### src/verilog/cache_pkg.sv
package cache_pkg;

  ////////////////////
  // sizes.
  localparam int NUM_LINES      = 32;
  localparam int LINE_IDX_W     = 5;
  localparam int WORDS_PER_LINE = 4;
  localparam int BUS_ADDR_W     = 32;
  localparam int BUS_DATA_W     = 32;
  localparam int SEL_W          = 4;
  localparam int MEM_DATA_W     = 128;
  localparam int TAG_W          = 22;
  localparam int FIFO_DEPTH     = 4;

  localparam int WORD_IDX_W = $clog2(WORDS_PER_LINE);
  localparam int BYTE_OFS_W = $clog2(SEL_W);
  localparam int ADDR_PAD_W = BUS_ADDR_W - TAG_W - WORD_IDX_W - BYTE_OFS_W;
  localparam int FIFO_PTR_W = $clog2(FIFO_DEPTH);
  localparam int FIFO_CNT_W = $clog2(FIFO_DEPTH + 1);

  ////////////////////
  // types.
  typedef logic [LINE_IDX_W-1:0] line_idx_t;
  typedef logic [TAG_W-1:0]      tag_t;
  typedef logic [WORDS_PER_LINE-1:0][MEM_DATA_W/WORDS_PER_LINE-1:0] line_data_t;

  typedef struct packed {
    logic [ADDR_PAD_W-1:0] unused;
    tag_t                  tag;
    logic [WORD_IDX_W-1:0] word;
    logic [BYTE_OFS_W-1:0] byte_ofs;
  } bus_addr_fields_t;

  // raw word on the bus, fields for the lookup.
  typedef union packed {
    logic [BUS_ADDR_W-1:0] raw;
    bus_addr_fields_t      f;
  } bus_addr_u;

  typedef struct packed {
    bus_addr_u             addr;
    logic [BUS_DATA_W-1:0] data;
    logic                  we;
    logic [SEL_W-1:0]      sel;
  } bus_req_t;

  typedef struct packed {
    logic [BUS_ADDR_W-1:0] addr;
    line_data_t            data;
    logic                  we;
  } mem_req_t;

  typedef enum logic [1:0] {
    LINE_NONE  = 2'd0,
    LINE_FILL  = 2'd1,
    LINE_WRITE = 2'd2,
    LINE_CLEAN = 2'd3
  } line_op_e;

  typedef struct packed {
    line_op_e              op;
    tag_t                  tag;
    line_data_t            data;
    logic [WORD_IDX_W-1:0] word;
    logic [BUS_DATA_W-1:0] wdata;
    logic [SEL_W-1:0]      sel;
  } line_cmd_t;

endpackage
### src/verilog/req_fifo.sv
module req_fifo (
  input  logic                clk,
  input  logic                rst,
  input  logic                push_i,
  input  cache_pkg::bus_req_t req_i,
  input  logic                pop_i,
  output cache_pkg::bus_req_t req_o,
  output logic                valid_o,
  output logic                stall_o
);

  import cache_pkg::*;

  bus_req_t              mem_q [FIFO_DEPTH];
  logic [FIFO_PTR_W-1:0] wr_ptr_q;
  logic [FIFO_PTR_W-1:0] rd_ptr_q;
  logic [FIFO_CNT_W-1:0] count_q;
  logic                  do_pop;

  assign do_pop = pop_i & valid_o;

  always_ff @(posedge clk)
  begin
    if (rst)
    begin
      wr_ptr_q <= '0;
      rd_ptr_q <= '0;
      count_q  <= '0;
    end
    else
    begin
      if (push_i)
        wr_ptr_q <= wr_ptr_q + FIFO_PTR_W'(1);
      if (do_pop)
        rd_ptr_q <= rd_ptr_q + FIFO_PTR_W'(1);
      count_q <= count_q + FIFO_CNT_W'(push_i) - FIFO_CNT_W'(do_pop);
    end
  end

  always_ff @(posedge clk)
  begin
    if (push_i)
      mem_q[wr_ptr_q] <= req_i;
  end

  assign req_o   = mem_q[rd_ptr_q];
  assign valid_o = (count_q != '0);
  // one entry early, leaves room for a request already on its way.
  assign stall_o = (count_q >= FIFO_CNT_W'(FIFO_DEPTH - 1));

endmodule

### config.mk
export PLATFORM = sky130hd
export DESIGN_NAME = req_fifo
export DESIGN_NICKNAME = d
export VERILOG_FILES = /design/src/verilog/cache_pkg.sv /design/src/verilog/req_fifo.sv
export SDC_FILE = /design/constraint.sdc
export NUM_CORES = 1
export LEC_CHECK = 0
export BUFFER_PORTS_ARGS = -buffer_cell sky130_fd_sc_hd__buf_2
export CORE_MARGIN = 3
export CORE_UTILIZATION = 55
export CTS_BUF_LIST = sky130_fd_sc_hd__clkbuf_16
export DETAILED_ROUTE_END_ITERATION = 12
export PLACE_DENSITY_LB_ADDON = 0.05
export SLEW_MARGIN = 20
export SYNTH_ARGS = -nofsm -noshare
export SYNTH_HDL_FRONTEND = slang
export SYNTH_SLANG_ARGS = --single-unit
export TNS_END_PERCENT = 5
### constraint.sdc
create_clock -name clk -period 3.2 [get_ports clk]
set_clock_uncertainty 0.2 [all_clocks]
set_input_delay 0.48 -clock clk [delete_from_list [all_inputs] [get_ports clk]]
set_output_delay 0.48 -clock clk [all_outputs]
set_load 0.05 [all_outputs]
Word level (Yosys, flattened, before mapping). Memories as Yosys holds them, arrays and structs flattened. A register that Yosys moved wholly into a read port is not among the register bits. Index checks and enable logic that the tools add are counted.

Add/sub/neg operators: 4. Order comparisons: 1. Muxes and demuxes: 4. Bitwise gates (word level): 1. Reduce and logical (&&, ||, !) cells: 1.

Operators by type and width (count): $add A2 B1 Y2 const B (2); $mux W2 (2); $add A3 B1 Y3 (1); $ge A3 B2 Y1 const B (1); $reduce_bool A3 Y1 (1); $sub A3 B1 Y3 (1); $mux W1 (2); $and A1 B1 Y1 (1).

Bits in registers: 7. Memory bits (writable): 276. Output and inout port bits: 71. Memories: 1.

Memory list: mem_q (depth 4, bits a word 69, rd ports 1, clocked after memory_dff 1, wr ports 1, line req_fifo.sv:14) `bus_req_t mem_q [FIFO_DEPTH];`.

Logic depth before layout (Yosys ltp).
Word-level depth: 4. Gate-level depth with buffers: 7. Gate-level depth less buffers: 7.

Worst setup path before layout. No wires, ideal clock.

Path kind: reg2reg. Start: register wr_ptr_q[0]. End: memory mem_q[0][0] (netlist bit), enable pin. Arrival: 2.160 ns. Data required time: 2.566 ns. Path slack: 0.406 ns. Stages on the path, launching flop included: 4. Path buffers: 0. Clock period less this slack: 2.794 ns. Path through: dfxtp_1 inv_1 ha_1 and2_1.

RTL lines: from (decl) (line req_fifo.sv:15) `logic [FIFO_PTR_W-1:0] wr_ptr_q;`; from (signal assigned) (line req_fifo.sv:33) `wr_ptr_q <= wr_ptr_q + FIFO_PTR_W'(1);`; to (decl) (line req_fifo.sv:14).

Straight into the memory's write port.

==> results.sh <==
export IMPL_status="finished, final reports clean"
export IMPL_avgSynthCellArea_um2=25.47
export IMPL_r2r_cells=7
export IMPL_leakagePower_uw=0.004511
export IMPL_root_buffer="clkbuf_16"
export IMPL_tightest_slew_ns=0.5062
export IMPL_io_pins=144
export IMPL_crit_required_ns=2.52
export IMPL_dpl_cell_count=773
export IMPL_cts_sinks=285
export IMPL_die_w_um=143.8
export IMPL_hold_depth=2
export IMPL_met2_usage=0.3096
export IMPL_grt_max_degree=40
export IMPL_slew_violations=0
export IMPL_crit_type="reg2out"
export IMPL_synth_fp_nets=491
export IMPL_crit_arrival_ns=2.22
export IMPL_grt_ovfl_total=0
export IMPL_synth_cells=410
export IMPL_fillers=1123
export IMPL_rsz0062_at_grt="false"
export IMPL_wl_per_cell_um=20.70
export IMPL_area_growth_pct=25.00
export IMPL_grt_met1_usage=0.2570
export IMPL_grt_pass1_wl_mm=29.06
export IMPL_cts_tree="yes"
export IMPL_rows=49
export IMPL_drt_total_wl_mm=18.53
export IMPL_powerDensity_nw_per_um2=769.5
export IMPL_hpwlAfterDp_mm=10.61
export IMPL_die_area_um2=20680
export IMPL_drt_iter0_markers=222
export IMPL_finalSetupViolCount=0
export IMPL_fmax_mhz=344.7
export IMPL_cap_violations=0
export IMPL_routed_via_density=5.504
export IMPL_ys_seq_area_frac=0.8108
export IMPL_use_met3=0.03527
export IMPL_via_count=4926
export IMPL_cts_inserted_buffers=29
export IMPL_syn_area_um2=10440
export IMPL_antenna_found_initial=0
export IMPL_synth_area_mux_share=0.1530
export IMPL_cts_path_max_buffers=3
export IMPL_drc=0
export IMPL_cts_setup_buffers=0
export IMPL_synth_adder_area_share=0.01030
export IMPL_final_cell_count_no_fill=895
export IMPL_post_route_min_period_ns=2.901
export IMPL_yosysWarnings=0
export IMPL_htree_levels=1
export IMPL_tns_ns=0
export IMPL_chipHeight_um=143.8
export IMPL_synth_top_family_by_area="multiplexers"
export IMPL_initial_utilization=0.5697
export IMPL_hp_class="in2reg"
export IMPL_finalCritPeriodShare=0.9066
export IMPL_start_kind="flip-flop"
export IMPL_peakVddDrop_v=0.0005177
export IMPL_clk_latency_ns=0.51
export IMPL_place_port_buffers=143
export IMPL_grt_total_usage=0.1835
export IMPL_min_delay_start="rst"
export IMPL_total_power_uw=10050
export IMPL_antenna_cells=0
export IMPL_slew_headroom=0.6625
export IMPL_synthSimpleGateAreaFrac=0.007428
export IMPL_clk_pin_slew_worst_paths_ns=0.06
export IMPL_utilization=0.7122
export IMPL_routabilityCongestion=0.7276
export IMPL_first_pass_iters=4
export IMPL_drive_above_1_share=0.3994
export IMPL_final_hold_viol_count=0
export IMPL_synth_compound_area_frac=0.002156
export IMPL_hold_buffers=69
export IMPL_end_kind="output port"
export IMPL_ant_nets=0
export IMPL_grt_pass1_vias=5375
export IMPL_busiest_layer="met2"
export IMPL_coreArea_um2=18330
export IMPL_rr_startpoint="count_q[1]$_SDFF_PP0_"
export IMPL_ys_ff_latch=285
export IMPL_post_cts_resize_count=0
export IMPL_synth_xor_area_share=0.001677
export IMPL_synth_distinct_cells=22
export IMPL_cp_max_fo=32
export IMPL_nets=725
routing by layer:
| layer | vias to the layer above | part of all wire |
|---|---|---|
| met1 | 2563 | 0.42 |
| met4 | 0 | 0.015 |
| met3 | 23 | 0.047 |
| met2 | 131 | 0.51 |
| li1 | 2209 | - |
| met5 | - | 0 |
cells in the final DEF (no fill, tap or decap):
master,instances
clkinv_2,5
buf_12,7
o311ai_0,1
dfxtp_1,7
buf_2,143
xnor2_1,2
nand2_1,1
inv_1,15
dfxtp_4,2
and2_4,4
clkinv_4,1
mux4_2,69
buf_4,1
bufinv_16,2
nor2b_1,4
edfxtp_1,276
mux2_2,3
nand3_1,1
o31a_1,1
o21ai_0,1
clkinv_1,8
clkbuf_16,29
fa_1,1
mux2i_1,1
dlygate4sd3_1,69
ha_1,7
nor2_1,5
sequential cells by signal (all words and copies together) (netlist names), named ones only:
name	cells
rd_ptr_q	2
count_q	3
wr_ptr_q	2
mem_q	276
cells by family after synthesis:
group                    after synthesis
multiplexers                          73
buffers and inverters                 24
AND/OR/NAND/NOR                       15
XOR/XNOR                               2
adder cells (fa/ha/maj)                8
flip-flops                           285
AO/OA/AOI/OAI                          3
metrics by stage:
stage	setup WS, ns	cell area, um^2	hold slack [ns]
2_1_floorplan	0.4060	10440	0.3136
3_3_place_gp	0.8018	11480	0.3374
3_5_place_dp	0.8032	11480	0.3622
4_1_cts	0.2369	13060	0.03383
5_1_grt	0.1821	13060	0.05722
6_report	0.2989	13060	0.05935
final cells by class:
type | instances | area [um^2] | share of cell area
clock inverter | 24 | 153.9 | 0.01179
timing repair buffer | 220 | 1554 | 0.1190
multi-input combinational | 101 | 1833 | 0.1404
inverter | 7 | 26.28 | 0.002013
sequential | 285 | 8476 | 0.6492
tap | 229 | 286.5 | 0.02195
clock buffer | 29 | 725.7 | 0.05559
path summary, 6_finish.rpt:
check | to | slack [ns]
setup / recovery | req_o[48] | 0.30
hold / removal | count_q[1]$_SDFF_PP0_ | 0.06
setup reg to reg | count_q[2]$_SDFF_PP0_ | 1.04
hold reg to reg | rd_ptr_q[1]$_SDFFE_PP0P_ | 0.37
report_power, final:
part / total (uW) / internal [uW] / switching (uW) / leakage [uW]
sequential: 4420 / 4310 / 118 / 0.00261
clock: 3070 / 1790 / 1280 / 0.000464
combinational: 2550 / 872 / 1680 / 0.00144
critical path, cell delays in order, from the launching register on:
cell and delay [ns]:
dfxtp_4 0.56, buf_12 0.32, mux4_2 0.56, buf_2 0.23
Yosys cell counts:
| cell | n | area [um^2] |
|---|---|---|
| and2_1 | 4 | 25.02 |
| buf_12 | 2 | 40.04 |
| buf_2 | 3 | 15.01 |
| buf_4 | 5 | 37.54 |
| buf_6 | 1 | 11.26 |
| clkbuf_1 | 6 | 22.52 |
| dfxtp_1 | 9 | 180.2 |
| edfxtp_1 | 276 | 8288 |
| fa_1 | 1 | 20.02 |
| ha_1 | 7 | 87.58 |
| inv_1 | 7 | 26.28 |
| mux2_2 | 3 | 33.78 |
| mux2i_1 | 1 | 10.01 |
| mux4_2 | 69 | 1554 |
| nand2_1 | 1 | 3.750 |
| nand3_1 | 1 | 5.000 |
| nor2_1 | 5 | 18.77 |
| nor2b_1 | 4 | 25.02 |
| o21ai_0 | 1 | 5.000 |
| o311ai_0 | 1 | 8.760 |
| o31a_1 | 1 | 8.760 |
| xnor2_1 | 2 | 17.52 |
Power figures use the tool's default switching activity.
