File: config.mk
export PLATFORM = sky130hd
export DESIGN_NAME = cache_line
export DESIGN_NICKNAME = d
export VERILOG_FILES = /design/src/verilog/cache_pkg.sv /design/src/verilog/cache_line.sv
export SDC_FILE = /design/constraint.sdc
export NUM_CORES = 1
export LEC_CHECK = 0
export BUFFER_PORTS_ARGS = -buffer_cell sky130_fd_sc_hd__buf_2
export CORE_AREA = 2 2 162 164
export DETAILED_ROUTE_END_ITERATION = 12
export DIE_AREA = 0 0 164 166
export SLEW_MARGIN = 20
export SYNTH_ARGS = -nofsm -noshare
export SYNTH_HDL_FRONTEND = slang
export SYNTH_SLANG_ARGS = --single-unit
File: constraint.sdc
create_clock -name clk -period 2.05 [get_ports clk]
set_input_delay 0.1025 -clock clk [delete_from_list [all_inputs] [get_ports clk]]
set_output_delay 0.1025 -clock clk [all_outputs]
set_load 0.005 [all_outputs]
File: src/verilog/cache_pkg.sv
package cache_pkg;

  ////////////////////
  // sizes.
  localparam int NUM_LINES      = 32;
  localparam int LINE_IDX_W     = 5;
  localparam int WORDS_PER_LINE = 4;
  localparam int BUS_ADDR_W     = 32;
  localparam int BUS_DATA_W     = 32;
  localparam int SEL_W          = 4;
  localparam int MEM_DATA_W     = 128;
  localparam int TAG_W          = 22;
  localparam int FIFO_DEPTH     = 4;

  localparam int WORD_IDX_W = $clog2(WORDS_PER_LINE);
  localparam int BYTE_OFS_W = $clog2(SEL_W);
  localparam int ADDR_PAD_W = BUS_ADDR_W - TAG_W - WORD_IDX_W - BYTE_OFS_W;
  localparam int FIFO_PTR_W = $clog2(FIFO_DEPTH);
  localparam int FIFO_CNT_W = $clog2(FIFO_DEPTH + 1);

  ////////////////////
  // types.
  typedef logic [LINE_IDX_W-1:0] line_idx_t;
  typedef logic [TAG_W-1:0]      tag_t;
  typedef logic [WORDS_PER_LINE-1:0][MEM_DATA_W/WORDS_PER_LINE-1:0] line_data_t;

  typedef struct packed {
    logic [ADDR_PAD_W-1:0] unused;
    tag_t                  tag;
    logic [WORD_IDX_W-1:0] word;
    logic [BYTE_OFS_W-1:0] byte_ofs;
  } bus_addr_fields_t;

  // raw word on the bus, fields for the lookup.
  typedef union packed {
    logic [BUS_ADDR_W-1:0] raw;
    bus_addr_fields_t      f;
  } bus_addr_u;

  typedef struct packed {
    bus_addr_u             addr;
    logic [BUS_DATA_W-1:0] data;
    logic                  we;
    logic [SEL_W-1:0]      sel;
  } bus_req_t;

  typedef struct packed {
    logic [BUS_ADDR_W-1:0] addr;
    line_data_t            data;
    logic                  we;
  } mem_req_t;

  typedef enum logic [1:0] {
    LINE_NONE  = 2'd0,
    LINE_FILL  = 2'd1,
    LINE_WRITE = 2'd2,
    LINE_CLEAN = 2'd3
  } line_op_e;

  typedef struct packed {
    line_op_e              op;
    tag_t                  tag;
    line_data_t            data;
    logic [WORD_IDX_W-1:0] word;
    logic [BUS_DATA_W-1:0] wdata;
    logic [SEL_W-1:0]      sel;
  } line_cmd_t;

endpackage
File: src/verilog/cache_line.sv
module cache_line (
  input  logic                  clk,
  input  logic                  rst,
  input  cache_pkg::bus_req_t   req_i,
  input  logic                  req_valid_i,
  input  logic                  sel_i,
  input  cache_pkg::line_cmd_t  cmd_i,
  output logic                  hit_o,
  output logic                  vld_o,
  output logic                  dirty_o,
  output cache_pkg::tag_t       tag_o,
  output cache_pkg::line_data_t data_o
);

  import cache_pkg::*;

  logic       vld_q;
  logic       dirty_q;
  tag_t       tag_q;
  line_data_t data_q;

  ////////////////////
  // state bits.
  always_ff @(posedge clk)
  begin
    if (rst)
    begin
      vld_q   <= 1'b0;
      dirty_q <= 1'b0;
    end
    else if (sel_i)
    begin
      case (cmd_i.op)
        LINE_FILL:
        begin
          vld_q   <= 1'b1;
          dirty_q <= 1'b0;
        end
        LINE_WRITE: dirty_q <= 1'b1;
        LINE_CLEAN: dirty_q <= 1'b0;
        default:    dirty_q <= dirty_q;
      endcase
    end
  end

  ////////////////////
  // tag and data.
  always_ff @(posedge clk)
  begin
    if (sel_i && cmd_i.op == LINE_FILL)
    begin
      tag_q  <= cmd_i.tag;
      data_q <= cmd_i.data;
    end
    else if (sel_i && cmd_i.op == LINE_WRITE)
    begin
      // byte merge into the addressed word.
      for (int b = 0; b < SEL_W; b++)
      begin
        if (cmd_i.sel[b])
          data_q[cmd_i.word][8*b +: 8] <= cmd_i.wdata[8*b +: 8];
      end
    end
  end

  assign hit_o   = req_valid_i & vld_q & (tag_q == req_i.addr.f.tag);
  assign vld_o   = vld_q;
  assign dirty_o = dirty_q;
  assign tag_o   = tag_q;
  assign data_o  = data_q;

endmodule

== Word-level counts from Yosys, hierarchy flattened ==
Index checks and enable logic that the tools add are counted.

* Output and inout bits: 153
* Latch bits: 0
* Memory bits (read-only): 0
* Flip-flop bits (word level): 152
* Bits in writable memories: 0
* Memories kept: 0

* Divide/modulo/power cells: 0
* $lt $le $gt $ge: 2
* Multiplexer cells: 25
* Equality and inequality tests: 4
* Shift operators: 0
* Bitwise operators: 2
* Add/sub/neg operators: 0
* Reductions and logical operators: 8
* Multiply operators: 0

{| class="wikitable"
|+ Operator list
! cell !! count
|-
| two-way mux 128 bit || 12
|-
| bitwise mux 128 bit || 4
|-
| demux 32 bit (select 2 bit) || 4
|-
| two-way mux 32 bit || 1
|-
| two-way mux 24 bit || 1
|-
| equality test 22 bit || 1
|-
| two-way mux 16 bit || 1
|-
| two-way mux 8 bit || 1
|-
| equality test 2 bit (second input constant) || 2
|-
| AND reduction 2 bit || 2
|-
| nonzero test 2 bit || 2
|-
| logical AND 1 bit || 3
|-
| less-than comparator 2 x 3 -> 1 bit (second input constant) || 1
|-
| AND 1 bit || 2
|-
| equality test 2 x 1 -> 1 bit (second input constant) || 1
|-
| >= comparator 2 x 1 -> 1 bit (second input constant) || 1
|-
| one-hot mux 1 bit (2 select lines) || 1
|-
| OR reduction 2 bit || 1
|}

== Depth between registers and ports, before layout ==
* Word-level depth: 20
* Mapped depth: 7
* Depth with buffers taken out: 4

== Worst setup path before layout ==
No wires, ideal clock.

* Path type: reg2out
* Start: register tag_q[17] (netlist: tag_o[17])
* End: output port hit_o
* Buffers on the path: 0
* Slack: 0.556 ns
* Cell stages (with the launch flop): 5
* Data arrival time: 1.392 ns
* Data required time: 1.947 ns
* Cell sequence: edfxtp_1 -> xnor2_1 -> nand3_1 -> or4_1 -> nor4_2

* Cells in the longest elaborated chain, start to end: 2

{| class="wikitable"
|+ Ends and longest elaborated chain
! item !! line !! RTL
|-
| start, declared || cache_line.sv:19 || <nowiki>tag_t tag_q;</nowiki>
|-
| start signal, assigned || cache_line.sv:52 || <nowiki>tag_q <= cmd_i.tag;</nowiki>
|-
| equality test 22 bit || cache_line.sv:66 || <nowiki>assign hit_o = req_valid_i & vld_q & (tag_q == req_i.addr.f.tag);</nowiki>
|-
| AND 1 bit || cache_line.sv:66 ||
|-
| end, declared || cache_line.sv:8 || <nowiki>output logic hit_o,</nowiki>
|}

No other way between the ends.

== Worst setup path after layout ==
* Start: register tag_q[10] (netlist: tag_o[10])
* End: output port hit_o

Same word-level chain as after synthesis.

==> flow_metrics.py <==
metrics = {
    "final_layout": {
        "most_frequent_standard_cell_in_the_layout_excluding_fill_and_tap_cells": "buf_2",
        "layout.filler_cells": 2392,
        "final_core_util": 0.440,
        "diodes": 0,
        "final_cell_area_um2": 11300,
        "final_layout_size_suffix_gt1_frac": 0.397,
        "area.growth.synth_to_final_pct": 64.6,
        "nets": 1355,
        "most-common-layout-cells": "buf_2, nand2_1, dlygate4sd3_1, edfxtp_1, o31ai_1",
        "post_layout_nonfiller_instances": 1440,
    },
    "sta": {
        "setup_ws_ps": 39.7,
        "setup-violations-final": 0,
        "rsz0062_at_grt": "yes",
        "skew_ps": 0,
        "fin_hold_ws_ps": 17.6,
        "fmax_mhz": 497,
        "relSlewSlack": 0.697,
        "finalHoldViolations": 0,
        "finalMaxSlewViolations": 0,
        "worst_slew_pin_tran_ps": 455,
        "final.period_utilization": 0.981,
        "final.setup.tns_ps": 0,
        "layout_min_cycle_time_ps": 2010,
    },
    "synthesis": {
        "share_of_cell_area_taken_by_muxes_after_synthesis": 0,
        "synth_top_family_by_area": "compound AO/OA/AOI/OAI gates",
        "ys_seq_elements": 152,
        "syn-num-nets": 831,
        "post_synth_top_area_cell": "edfxtp_1",
        "share_of_the_synthesized_area_in_the_top_cell_type": 0.658,
        "synth-simple-area-share": 0.114,
        "synth.lib_cells_used.distinct": 24,
        "synth_seq_area_share": 0.664,
        "post_synth_instance_area_um2": 6850,
        "netlist_top_cells_area": "edfxtp_1, o31ai_1, nand2_1, xnor2_1, o21a_1",
        "yosys.area_share.adder": 0,
        "syn_area_per_cell_um2": 12.1,
        "synth_warnings": 0,
        "synth-compound-area-share": 0.160,
        "synthXorXnorAreaFrac": 0.0281,
        "number_of_instances_in_the_synthesized_netlist": 568,
    },
    "routing": {
        "routed_wire_length_mm": 25.9,
        "vias_cell": 4.59,
        "vias": 6606,
        "dr.first_iter.drc_count": 667,
        "router_iterations_before_antenna_repair": 5,
        "detail_route.drc_violations": 0,
        "drt-wirelength-per-cell_um": 18.0,
        "detail-route-antenna-nets": 0,
    },
    "cts": {
        "path_clk_slew_ps": 70,
        "clockRootBuffer": "clkbuf_16",
        "tritoncts_num_sinks": 152,
        "cts-buffers-inserted": 17,
        "clkLatencyLatePin_ps": 420,
        "clock_tree_from_tritoncts": "done",
        "clock_tree.htree_level_count": 4,
        "bufs_on_longest_clock_path": 2,
    },
    "critical_path": {
        "critical_path.top_delay_family": "simple AND/OR/NAND/NOR gates",
        "critPathCaptureType": "output pin",
        "crit_path_start_kind": "flip-flop",
        "critPathArrivalTime_ps": 1910,
        "cp_max_fo": 2,
        "crit_buf_inv": 1,
        "timing.critical_path.slowest_cell_delay_ps": 420,
        "path_cells": "xor2_1 -> nor4_1 -> nand4_1 -> nor4_2 -> buf_2",
        "crit_slowest_cell": "edfxtp_1",
        "critical_path_class": "flip-flop to output pin",
        "timing.critical_path.required_ps": 1950,
    },
    "floorplanning": {
        "dieArea_um2": 27200,
        "initial_utilization": 0.267,
        "rows": 59,
        "fp.dieW_um": 164,
        "core_um2": 25600,
        "i_o_pins": 416,
        "die_h_um": 166,
    },
    "run_status": {
        "outcome": "finished, final reports clean",
    },
    "pwr": {
        "switching_share": 0.249,
        "power.density_nw_per_um2": 692,
        "power_frac_clock": 0.387,
        "vdd_ir_drop_max_v": 0.000373,
        "p_switching_mw": 1.94,
        "total_power_mw": 7.80,
        "seqPwrFrac": 0.468,
        "power.combinational.fraction": 0.146,
        "p_leak_nw": 4.21,
        "cellInternalPower_mw": 5.86,
    },
    "global_routing": {
        "grt_max_degree": 107,
        "grt_pass1_vias": 6740,
        "grt_pass1_wl_mm": 38.0,
        "grt_usage": 0.186,
        "globalRoute.totalOverflow": 0,
        "grt_antenna_before_repair": 0,
    },
    "hold_path": {
        "hold_class": "primary input to flip-flop",
    },
    "placed_design": {
        "placement.setup.worst_slack_ps": 358,
        "portBuffers": 368,
        "place_congestion": 0.877,
        "dp.final_hpwl_mm": 18.3,
        "post-place-cells": 1255,
        "dpl-instance-area_um2": 9180,
    },
    "job": {
        "max_cap_viol_count": 0,
    },
}
-- synthesized netlist by cell type, drive strengths merged --
| cell type | number |
|---|---|
| a211oi | 1 |
| o31ai | 128 |
| clkinv | 1 |
| o21a | 16 |
| nor2 | 19 |
| dfxtp | 2 |
| edfxtp | 150 |
| nor2b | 1 |
| buf | 30 |
| nand2 | 165 |
| or2 | 1 |
| a21oi | 1 |
| nand4 | 4 |
| nand2b | 3 |
| nand3 | 1 |
| or4 | 1 |
| xor2 | 6 |
| nor4 | 2 |
| xnor2 | 16 |
| clkbuf | 20 |
-- power by group through the flow --
stage / registers, mW / clock network, mW / logic (mW)
2_1_floorplan: 3.73 / 0 / 0.330
3_3_place_gp: 3.71 / 0 / 0.902
3_5_place_dp: 3.71 / 0 / 0.907
4_1_cts: 3.65 / 3.09 / 1.14
5_1_grt: 3.66 / 3.21 / 1.24
6_report: 3.65 / 3.02 / 1.14
-- metal layers --
layer | GRT usage | part of all wire | vias up
met5 | 0 | 0 | -
met4 | 0.0767 | 0.033 | 0
met1 | 0.226 | 0.41 | 3087
li1 | - | - | 3173
met3 | 0.0365 | 0.057 | 58
met2 | 0.322 | 0.50 | 288
-- state kept, by name, indices dropped and copies added, names as in the netlist --
name     cells
data_o     128
tag_o       22
dirty_o      1
vld_o        1
-- worst reg2reg max path, stage by stage, from the launching register on --
cell,delay (ps)
dfxtp_1,330
a21oi_1,40
a211oi_1,180
dlygate4sd3_1,580
-- final cells by class --
class                           instances  area, µm²  share of cell area
Clock buffer                           19        433              0.0384
Timing Repair Buffer                  555       3660               0.325
Inverter                                1       3.75            0.000333
Sequential cell                       152       4540               0.403
Clock inverter                         13        123              0.0109
Multi-Input combinational cell        365       2080               0.185
Tap cell                              335        419              0.0372
-- path summary, 6_finish.rpt --
| check | start | to | slack [ps] | cells past startpoint |
|---|---|---|---|---|
| worst min-delay path | cmd_i[51] | data_o[13] | 20 | 3 |
| worst min register to register | vld_o | vld_o | 570 | 2 |
| worst max-delay path | tag_o[10] | hit_o | 40 | 5 |
| worst max register to register | dirty_o | dirty_o | 860 | 3 |
-- kinds of logic after synthesis --
group                     count (synthesis)
buffers and inverters                    51
and+or+nand+nor                         197
DFF                                     152
xor gates and xnor gates                 22
AOI/OAI and AO/OA                       146
-- timing repair --
action | CTS | global route
resized for setup | 1 | 0
pin swaps | 2 | 3
hold endpoints to repair | 151 | 0
endpoints found under the setup margin | 1 | 1
buffers inserted | 1 | 0
hold buffers | 152 | 0
(Power assumes the default switching activity.)
